File: config.mk
export PLATFORM = sky130hd
export DESIGN_NAME = routerOutputPort
export DESIGN_NICKNAME = d
export VERILOG_FILES = /design/src/verilog/routerPkg.sv /design/src/verilog/timerIf.sv /design/src/verilog/packetTimer.sv /design/src/verilog/outputArbiter.sv /design/src/verilog/flitSwitch.sv /design/src/verilog/routerOutputPort.sv
export VERILOG_INCLUDE_DIRS = /design/src /design/src/include
export SDC_FILE = /design/constraint.sdc
export NUM_CORES = 1
export LEC_CHECK = 0
export BUFFER_PORTS_ARGS = -buffer_cell sky130_fd_sc_hd__clkbuf_2
export CELL_PAD_IN_SITES_DETAIL_PLACEMENT = 1
export CELL_PAD_IN_SITES_GLOBAL_PLACEMENT = 1
export CORE_ASPECT_RATIO = 1.75
export CORE_MARGIN = 1
export CORE_UTILIZATION = 38
export DETAILED_ROUTE_END_ITERATION = 16
export HOLD_SLACK_MARGIN = 0.08
export PLACE_DENSITY_LB_ADDON = 0.3
export SLEW_MARGIN = 20
export SYNTH_ARGS = -nofsm -noshare
export SYNTH_HDL_FRONTEND = slang
export SYNTH_HIERARCHICAL = 1
export SYNTH_SLANG_ARGS = --single-unit
File: constraint.sdc
create_clock -name clk -period 5.05 [get_ports clk]
set_clock_uncertainty 0.15 [all_clocks]
set_input_delay 0.2525 -clock clk [delete_from_list [all_inputs] [get_ports clk]]
set_output_delay 0.2525 -clock clk [all_outputs]
set_load 0.03 [all_outputs]
File: src/include/router_params.svh
`ifndef ROUTER_PARAMS_SVH
`define ROUTER_PARAMS_SVH

// Flit kind code width.
`define ROUTER_FLIT_ID_W 3

// Packet length, also the hold limit in cycles.
`define ROUTER_LENGTH_W 12

`define ROUTER_DATA_W 32

// Local, North, East, West, South.
`define ROUTER_NUM_PORTS 5

`endif

File: src/verilog/routerPkg.sv
`default_nettype none

`include "router_params.svh"

package routerPkg;

  // One-hot grant state; bit 0 is idle, bits 1 to 5 the ports.
  typedef enum logic [`ROUTER_NUM_PORTS:0] {
    GRANT_IDLE  = 6'b000001,
    GRANT_LOCAL = 6'b000010,
    GRANT_NORTH = 6'b000100,
    GRANT_EAST  = 6'b001000,
    GRANT_WEST  = 6'b010000,
    GRANT_SOUTH = 6'b100000
  } grantState_e;

  typedef enum logic [`ROUTER_FLIT_ID_W-1:0] {
    FLIT_HEADER = 3'b001, // Carries the packet length.
    FLIT_BODY   = 3'b010,
    FLIT_TAIL   = 3'b100
  } flitKind_e;

endpackage

`default_nettype wire

File: src/verilog/timerIf.sv
`timescale 1ns/10ps
`default_nettype none

`include "router_params.svh"

interface timerIf;
  logic [`ROUTER_FLIT_ID_W-1:0] flitId;
  logic [`ROUTER_LENGTH_W-1:0] length;
  logic runTimer; // Port is being held.
  logic timesUp;

  modport arb (
    input  flitId, length, timesUp,
    output runTimer
  );

  modport tmr (
    input  flitId, length, runTimer,
    output timesUp
  );
endinterface

`default_nettype wire

File: src/verilog/packetTimer.sv
`timescale 1ns/10ps
`default_nettype none

`include "router_params.svh"

// Hold timer for one input port.
module packetTimer (
  input logic clk,
  input logic rst,
  timerIf.tmr tmr
);

  logic [`ROUTER_LENGTH_W-1:0] limit;
  logic [`ROUTER_LENGTH_W-1:0] count;

  always_ff @(posedge clk)
  begin
    if (rst)
    begin
      limit <= '0;
      count <= '0;
    end
    else
    begin
      // Every header flit reloads the limit.
      if (tmr.flitId == routerPkg::FLIT_HEADER)
      begin
        limit <= tmr.length;
      end

      if (tmr.runTimer)
      begin
        count <= count + 1'b1;
      end
      else
      begin
        count <= '0; // Idle ports restart from zero.
      end
    end
  end

  // Zero limit expires on the first held cycle.
  assign tmr.timesUp = (count == limit);

endmodule

`default_nettype wire

File: src/verilog/outputArbiter.sv
`timescale 1ns/10ps
`default_nettype none

`include "router_params.svh"

// Rotating-priority grant FSM with timed hold.
module outputArbiter (
  input  logic                        clk,
  input  logic                        rst,
  input  logic [`ROUTER_NUM_PORTS-1:0] req,
  timerIf.arb                         lTimer,
  timerIf.arb                         nTimer,
  timerIf.arb                         eTimer,
  timerIf.arb                         wTimer,
  timerIf.arb                         sTimer,
  output routerPkg::grantState_e      grantState
);

  routerPkg::grantState_e nextState;

  logic [`ROUTER_NUM_PORTS-1:0] timesUp;
  logic [`ROUTER_NUM_PORTS-1:0] runTimer;
  logic [`ROUTER_NUM_PORTS-1:0] held;
  logic                         isIdle;
  int                           curPort;

  // Port order is Local, North, East, West, South.
  assign timesUp = {sTimer.timesUp, wTimer.timesUp, eTimer.timesUp,
                    nTimer.timesUp, lTimer.timesUp};

  assign lTimer.runTimer = runTimer[0];
  assign nTimer.runTimer = runTimer[1];
  assign eTimer.runTimer = runTimer[2];
  assign wTimer.runTimer = runTimer[3];
  assign sTimer.runTimer = runTimer[4];

  // Decode the current port; illegal encodings behave as idle.
  always_comb
  begin
    isIdle  = 1'b0;
    curPort = 0;
    case (grantState)
      routerPkg::GRANT_LOCAL: curPort = 0;
      routerPkg::GRANT_NORTH: curPort = 1;
      routerPkg::GRANT_EAST:  curPort = 2;
      routerPkg::GRANT_WEST:  curPort = 3;
      routerPkg::GRANT_SOUTH: curPort = 4;
      default:
      begin
        isIdle  = 1'b1;
        curPort = `ROUTER_NUM_PORTS - 1; // Search then starts at Local.
      end
    endcase
  end

  always_comb
  begin
    held = '0;
    if (!isIdle)
    begin
      held[curPort] = 1'b1;
    end
  end

  // Held port keeps running while it still requests and has time left.
  assign runTimer = held & req & ~timesUp;

  always_comb
  begin
    int                         idx;
    logic                       found;
    logic [`ROUTER_NUM_PORTS:0] oneHot;
    idx       = 0;
    found     = 1'b0;
    oneHot    = '0;
    nextState = routerPkg::GRANT_IDLE;
    if (|runTimer)
    begin
      nextState = grantState;
    end
    else
    begin
      // First requester after the current port; itself only from idle.
      for (int k = 1; k <= `ROUTER_NUM_PORTS; k++)
      begin
        idx = (curPort + k) % `ROUTER_NUM_PORTS;
        if (!found && req[idx] && (isIdle || idx != curPort))
        begin
          found       = 1'b1;
          oneHot      = '0;
          oneHot[idx + 1] = 1'b1;
          nextState   = routerPkg::grantState_e'(oneHot);
        end
      end
    end
  end

  always_ff @(posedge clk)
  begin
    if (rst)
    begin
      grantState <= routerPkg::GRANT_IDLE;
    end
    else
    begin
      grantState <= nextState;
    end
  end

endmodule

`default_nettype wire

File: src/verilog/flitSwitch.sv
`timescale 1ns/10ps
`default_nettype none

`include "router_params.svh"

// Registered five-to-one data mux.
module flitSwitch (
  input  logic                                          clk,
  input  logic                                          rst,
  input  routerPkg::grantState_e                        grantState,
  input  logic [`ROUTER_NUM_PORTS-1:0]                  req,
  input  logic [`ROUTER_NUM_PORTS-1:0][`ROUTER_DATA_W-1:0] data,
  output logic [`ROUTER_DATA_W-1:0]                     outData,
  output logic                                          outValid
);

  logic [`ROUTER_DATA_W-1:0] selData;
  logic                      selValid;

  always_comb
  begin
    selData  = '0; // Idle drives zero.
    selValid = 1'b0;
    case (grantState)
      routerPkg::GRANT_LOCAL:
      begin
        selData  = data[0];
        selValid = req[0];
      end
      routerPkg::GRANT_NORTH:
      begin
        selData  = data[1];
        selValid = req[1];
      end
      routerPkg::GRANT_EAST:
      begin
        selData  = data[2];
        selValid = req[2];
      end
      routerPkg::GRANT_WEST:
      begin
        selData  = data[3];
        selValid = req[3];
      end
      routerPkg::GRANT_SOUTH:
      begin
        selData  = data[4];
        selValid = req[4];
      end
      default:
      begin
        selData  = '0;
        selValid = 1'b0;
      end
    endcase
  end

  always_ff @(posedge clk)
  begin
    outData <= selData;
    if (rst)
      outValid <= 1'b0;
    else
      outValid <= selValid;
  end

endmodule

`default_nettype wire

File: src/verilog/routerOutputPort.sv
`timescale 1ns/10ps
`default_nettype none

`include "router_params.svh"

// One output port of the mesh router.
module routerOutputPort (
  input  logic                                           clk,
  input  logic                                           rst,
  input  logic [`ROUTER_NUM_PORTS-1:0]                   req,
  input  logic [`ROUTER_NUM_PORTS-1:0][`ROUTER_FLIT_ID_W-1:0] flitId,
  input  logic [`ROUTER_NUM_PORTS-1:0][`ROUTER_LENGTH_W-1:0]  length,
  input  logic [`ROUTER_NUM_PORTS-1:0][`ROUTER_DATA_W-1:0]    data,
  output logic [`ROUTER_NUM_PORTS-1:0]                   grant,
  output logic [`ROUTER_DATA_W-1:0]                      outData,
  output logic                                           outValid
);

  routerPkg::grantState_e grantState;

  timerIf lIf ();
  timerIf nIf ();
  timerIf eIf ();
  timerIf wIf ();
  timerIf sIf ();

  assign lIf.flitId = flitId[0];
  assign lIf.length = length[0];
  assign nIf.flitId = flitId[1];
  assign nIf.length = length[1];
  assign eIf.flitId = flitId[2];
  assign eIf.length = length[2];
  assign wIf.flitId = flitId[3];
  assign wIf.length = length[3];
  assign sIf.flitId = flitId[4];
  assign sIf.length = length[4];

  packetTimer i_lTimer (
    .clk (clk),
    .rst (rst),
    .tmr (lIf)
  );

  packetTimer i_nTimer (
    .clk (clk),
    .rst (rst),
    .tmr (nIf)
  );

  packetTimer i_eTimer (
    .clk (clk),
    .rst (rst),
    .tmr (eIf)
  );

  packetTimer i_wTimer (
    .clk (clk),
    .rst (rst),
    .tmr (wIf)
  );

  packetTimer i_sTimer (
    .clk (clk),
    .rst (rst),
    .tmr (sIf)
  );

  outputArbiter i_arbiter (
    .clk        (clk),
    .rst        (rst),
    .req        (req),
    .lTimer     (lIf),
    .nTimer     (nIf),
    .eTimer     (eIf),
    .wTimer     (wIf),
    .sTimer     (sIf),
    .grantState (grantState)
  );

  flitSwitch i_switch (
    .clk        (clk),
    .rst        (rst),
    .grantState (grantState),
    .req        (req),
    .data       (data),
    .outData    (outData),
    .outValid   (outValid)
  );

  assign grant = grantState[`ROUTER_NUM_PORTS:1]; // Drop the idle bit.

endmodule

`default_nettype wire

# Word level (Yosys, flattened, before mapping)
# Index checks and enable logic that the tools add are counted.
dict set report word_totals {
  reg_bits 159
  latchBits 0
  ram_bits 0
  rom_bits 0
  in_bits 242
  out_inout_bits 38
  wordCells 154
  n_memories 0
}
dict set report op_classes {
  n_addsub 15
  multipliers 0
  div_mod_pow 5
  n_lt_le_gt_ge 17
  n_eq_ne 20
  shift 0
  n_mux 45
  bitwise 8
  reduce_logical 31
}
# op count
set op_table {}
lappend op_table {{$lt 32x5->1 const B} 10}
lappend op_table {{$add 32x2->32 const B} 5}
lappend op_table {{$ge 32x1->1 const B} 5}
lappend op_table {{$mod 32x4->32 const B} 5}
lappend op_table {{$ne 32x4->1} 5}
lappend op_table {{$pmux 32 s5} 1}
lappend op_table {{$add 12x1->12 const B} 5}
lappend op_table {{$eq 12x12->1} 5}
lappend op_table {{$mux 6} 5}
lappend op_table {{$mux 1} 25}
lappend op_table {{$demux 1 s3} 6}
lappend op_table {{$bmux 1 s3} 5}
lappend op_table {{$eq 3x1->1 const B} 5}
lappend op_table {{$logic_and 1x1->1} 15}
lappend op_table {{$pmux 3 s4} 1}
lappend op_table {{$and 5x5->5} 2}
lappend op_table {{$reduce_or 2->1} 5}
lappend op_table {{$reduce_or 5->1} 2}
lappend op_table {{$add 3x2->4 const B} 2}
lappend op_table {{$add 3x3->4 const B} 2}
lappend op_table {{$eq 6x2->1 const B} 1}
lappend op_table {{$eq 6x3->1 const B} 1}
lappend op_table {{$eq 6x4->1 const B} 1}
lappend op_table {{$eq 6x5->1 const B} 1}
lappend op_table {{10 further kinds} 21}

# Longest topological paths before layout
dict set report depth {
  ltp_word 30
  depth_mapped 14
  ltp_nobuf 12
}

# Hierarchy
# Netlist, hierarchy kept.
# module n_inst cells_each area_each_um2 seq_area_each_um2
set modules_own_cells {}
lappend modules_own_cells {packetTimer 5 113 1073.5 480.5}
lappend modules_own_cells {flitSwitch 1 165 1654.1 660.6}
lappend modules_own_cells {outputArbiter 1 190 1492.7 120.1}

# Worst setup path before layout
# No wires, ideal clock.
dict set report synth_path {
  path_kind {register to register}
  startpoint {reg i_arbiter.grantState[2]}
  endpoint {reg i_arbiter.grantState[5]}
  setup_time_ns 0.128
  arrival_ns 3.634
  required_time_ns 4.772
  slack_ns 1.138
  stages_incl_launch_ff 14
  n_path_buf 1
  synth_period_minus_slack_ns 3.912
  cell_sequence {dfxtp_1 -> buf_6 -> xnor2_1 -> nor4_4 -> inv_1 -> ha_1 -> nor4bb_1 -> nor4_1 -> o311a_1 -> a311oi_4 -> nand3_4 -> or4b_4 -> o211ai_2 -> o22ai_1}
}
dict set report synth_via {
  elab_chain_cells 29
  word_cells_on_any_way 108
  classes_between {10 x add/sub; 5 x div; 12 x order compare; 10 x eq/ne; 43 x mux; 2 x bitwise; 26 x reduce/logical}
}
# element line
set synth_rtl {}
lappend synth_rtl {{start: declaration} outputArbiter.sv:16} ;# output routerPkg::grantState_e grantState
lappend synth_rtl {{start signal: assignment} outputArbiter.sv:102} ;# grantState <= routerPkg::GRANT_IDLE;
lappend synth_rtl {{start signal: assignment} outputArbiter.sv:106} ;# grantState <= nextState;
lappend synth_rtl {{parallel branches: the longest is 29 deep, another holds $mod 32x4->32} --}
# Parallel ways; which one is timed is not known. The select of a mux whose other input is x is not followed.
# A chain may end at the register's enable or synchronous reset.

# Worst setup path after layout
dict set report layout_path {
  startpoint {reg i_arbiter.grantState[1]}
  endpoint {reg i_arbiter.grantState[3]}
}
# The elaborated chain is that of the path after synthesis.

==> impl_metrics.env <==
export IMPL_status="finished, final reports clean"
export IMPL_tightest_slew_ns=0.9333
export IMPL_ant_nets=0
export IMPL_p_per_area_nw_per_um2=417.1
export IMPL_hold_violations=0
export IMPL_nFillCells=2598
export IMPL_synthMuxAreaShare_pct=8.626
export IMPL_synth_xor_xnor_area_share_pct=8.523
export IMPL_maxSlewViolCount=0
export IMPL_cts_inserted_buffers=17
export IMPL_clockRootBuffer="clkbuf_16"
export IMPL_min_from="flitId[5]"
export IMPL_crit_type="flop to flop"
export IMPL_fin_cells=1653
export IMPL_setup_viol=0
export IMPL_dr_pass1_iters=5
export IMPL_viasPerCell=5.523
export IMPL_synth_compound_area_share_pct=16.27
export IMPL_num_vias=9129
export IMPL_fmax_mhz=238.0
export IMPL_worst_path_buf_inv=0
export IMPL_placed_cells=1463
export IMPL_async_flop_share_pct=0
export IMPL_yosys_area_share_simple_pct=23.04
export IMPL_die_y_um=200.0
export IMPL_die_x_um=115.2
export IMPL_avgRoutedWirePerCell_um=20.46
export IMPL_routed_wl_um=33820
export IMPL_power_total_mw=5.143
export IMPL_cts_setup_buffers=0
export IMPL_place_hpwl_um=22170
export IMPL_clockPowerShare_pct=26.6
export IMPL_synth_top_area_share_pct=37.38
export IMPL_die_area_sq_um=23030
export IMPL_gp_congestion=0.9467
export IMPL_ys_warn_count=6
export IMPL_h_tree_depth=4
export IMPL_grt_pass1_wl_um=51320
export IMPL_combPwrFrac_pct=44.2
export IMPL_clk_pin_slew_worst_paths_ns=0.06
export IMPL_p_sw_mw=1.993
export IMPL_drt_initial_drc_count=538
export IMPL_first_global_vias=9901
export IMPL_clk_latency_ns=0.43
export IMPL_syn_area_sq_um=8514
export IMPL_core_area_sq_um=22070
export IMPL_p_int_mw=3.150
export IMPL_crit_fanout=12
export IMPL_reg2regPathDepth=11
export IMPL_worstPathCellList="nor4_2, nand2_1, ha_1, nor4bb_1, nor4_1, o311a_1, a311oi_4, nand3_4, or4b_4, a21oi_1, nor3_1"
export IMPL_yosys_register_bits=159
export IMPL_synth_cell_type_count=76
export IMPL_cp_end_kind="flop"
export IMPL_synthTopCellsByArea="dfxtp_1 37%, mux2i_1 8.2%, xnor2_1 7.0%"
export IMPL_synth_top_family_by_area="simple AND/OR/NAND/NOR gates"
export IMPL_r2r_end="i_arbiter/grantState[3]"
export IMPL_fin_util_pct=55.87
export IMPL_drive_above_1_share_pct=27.65
export IMPL_start_kind="flop"
export IMPL_worst_path_max_delay_cell="or4b_4"
export IMPL_worstPathArrival_ns=4.33
export IMPL_power_static_leakage_nw=4.962
export IMPL_clk_path_buf_depth=2
export IMPL_clock_sinks=159
export IMPL_switching_share_pct=38.76
export IMPL_cts_tree="yes"
export IMPL_grt_use_total_pct=29.31
export IMPL_syn_nets=1174
export IMPL_start_util_pct=38.58
export IMPL_min_delay_path_depth=4
export IMPL_netlist_instances=920
export IMPL_drc=0
export IMPL_timing_rr_start="i_arbiter/grantState[1]"
export IMPL_r2r_slack_ns=0.85
export IMPL_grt_max_degree=78
export IMPL_min_to="i_nTimer/limit[0]"
export IMPL_ir_drop_v=0.0002321
export IMPL_ys_flop_type="dfxtp_1"
export IMPL_rsz0062_at_grt="no"
export IMPL_ioPinCount=280
export IMPL_synth_fa_ha_area_share_pct=1.763
export IMPL_placementRows=72
export IMPL_grt_overflow=0
export IMPL_port_buffers=279
export IMPL_relSlewSlack_pct=37.20
export IMPL_max_stage_delay_ns=0.61
export IMPL_tns_ns=0
export IMPL_layout_nets=1597
export IMPL_cp_required_ns=5.18
export IMPL_fin_crit_sh_pct=83.20
export IMPL_post_route_min_period_ns=4.202
export IMPL_cpLargestDelayFamily="simple AND/OR/NAND/NOR gates"
export IMPL_synth_top_area_cell="dfxtp_1"
export IMPL_avgSynthCellArea_sq_um=9.255
export IMPL_synth_edf_count=0
export IMPL_hold_path_class="input port to flop"
export IMPL_cap_violations=0
export IMPL_synth_seq_area_share_pct=37.38
export IMPL_antenna_found_initial=1
export IMPL_p_seq_share_pct=29.2
export IMPL_syn_to_final_growth_pct=44.82
==> layer usage <==
layer,wire [um],up-vias,track usage [%]
li1,-,4265,-
met1,12130,4453,27.96
met2,18320,320,56.60
met3,1782,91,6.522
met4,1580,0,16.55
met5,0,-,0
==> cell usage after synthesis (all sizes together), types with 2 or more instances <==
library cell    n
nor4           17
nand4          29
a31oi           2
nand3          28
a32oi           2
and2            5
a211oi          3
nor2b           7
or4            14
buf            31
xor2           14
o211ai          7
or3            16
xnor2          68
a21oi          33
a21boi          2
nor3b          14
a222oi         32
dfxtp         159
o41ai           6
mux2i          70
nor2           90
nand3b          3
o211a           2
inv            23
nor4b           4
o31ai          12
o311ai          5
clkbuf         16
a22oi          33
ha             12
o22ai           4
nor3           19
and3            4
nand2b         13
o21ai          24
nor4bb          3
a311oi          2
nand2          77
==> cell type report <==
cell class / instances / area [sq um] / area share [%]
diodes: 1 / 2.502 / 0.02029
clock buffers: 20 / 466.7 / 3.785
clock inverters: 12 / 157.7 / 1.279
inverters: 23 / 86.33 / 0.7002
multi-input cells: 691 / 4982 / 40.41
flip-flops and latches: 159 / 3183 / 25.81
well taps: 296 / 370.4 / 3.004
repair buffers: 451 / 3082 / 24.99
==> power by group through the flow <==
stage          combinational, mW  clock (mW)  sequential (mW)
2_1_floorplan               1.09           0             1.77
3_3_place_gp                1.91           0             1.51
3_5_place_dp                1.91           0             1.52
4_1_cts                     2.21        1.40             1.49
5_1_grt                     2.42        1.45             1.51
6_report                    2.27        1.37             1.50
==> metrics by stage <==
step	area (sq um)	setup slack, ns	hold WS, ns
after floorplan	8514	1.138	0.1749
after global placement	10110	0.9421	0.3153
after detailed placement	10110	0.9056	0.3221
after CTS	12300	0.8948	0.1387
after global routing	12330	0.6510	0.1347
final	12330	0.8483	0.1206
==> what timing repair did <==
action,in CTS,in global routing
resized for setup,0,0
endpoints found under the hold margin,92,0
endpoints found under the setup margin,0,0
hold buffers,156,0
==> worst max path at each step <==
stage,startpoint,to,slack [ns],cells past startpoint
2_1_floorplan,i_arbiter/grantState[2],i_arbiter/grantState[5],1.14,13
3_3_place_gp,i_arbiter/grantState[1],i_arbiter/grantState[1],0.94,11
5_1_grt,i_arbiter/grantState[1],i_arbiter/grantState[3],0.65,11
3_5_place_dp,i_arbiter/grantState[1],i_arbiter/grantState[3],0.91,11
4_1_cts,i_arbiter/grantState[1],i_arbiter/grantState[3],0.89,11
6_report,i_arbiter/grantState[1],i_arbiter/grantState[3],0.85,11
==> worst register-to-register path: stages, from the launching register on <==
cell      delay, ns
dfxtp_1        0.47
nor4_2         0.51
nand2_1        0.27
ha_1           0.48
nor4bb_1       0.32
nor4_1         0.09
o311a_1        0.38
a311oi_4       0.38
nand3_4        0.17
or4b_4         0.61
a21oi_1        0.18
nor3_1         0.06
==> logic make-up after synthesis <==
family                     count (synthesis)
and+or+nand+nor                          346
AOI/OAI and AO/OA                        179
DFF                                      159
xor gates and xnor gates                  82
muxes                                     72
buffers and inverters                     70
adders and majority gates                 12
==> placed cells by master, fill, tap and decap left out, drive strengths merged, types with 14 or more instances in the layout <==
master	Yosys	layout
clkbuf	16	299
dfxtp	159	159
dlygate4sd3	0	156
nor2	90	90
nand2	77	77
mux2i	70	70
xnor2	68	68
a21oi	33	33
a22oi	33	33
a222oi	32	32
nand4	29	29
nand3	28	28
inv	23	25
o21ai	24	24
nor3	19	19
nor4	17	17
or3	16	16
buf	31	16
xor2	14	14
or4	14	14
nor3b	14	14
==> sequential cells by signal (all words and copies together), names as in the netlist <==
signal	flops
i_arbiter/grantState	6
i_eTimer/count	12
i_eTimer/limit	12
i_lTimer/count	12
i_lTimer/limit	12
i_nTimer/count	12
i_nTimer/limit	12
i_sTimer/count	12
i_sTimer/limit	12
i_switch/outData	32
i_switch/outValid	1
i_wTimer/count	12
i_wTimer/limit	12
No activity file was read; power rests on OpenSTA's default activity.
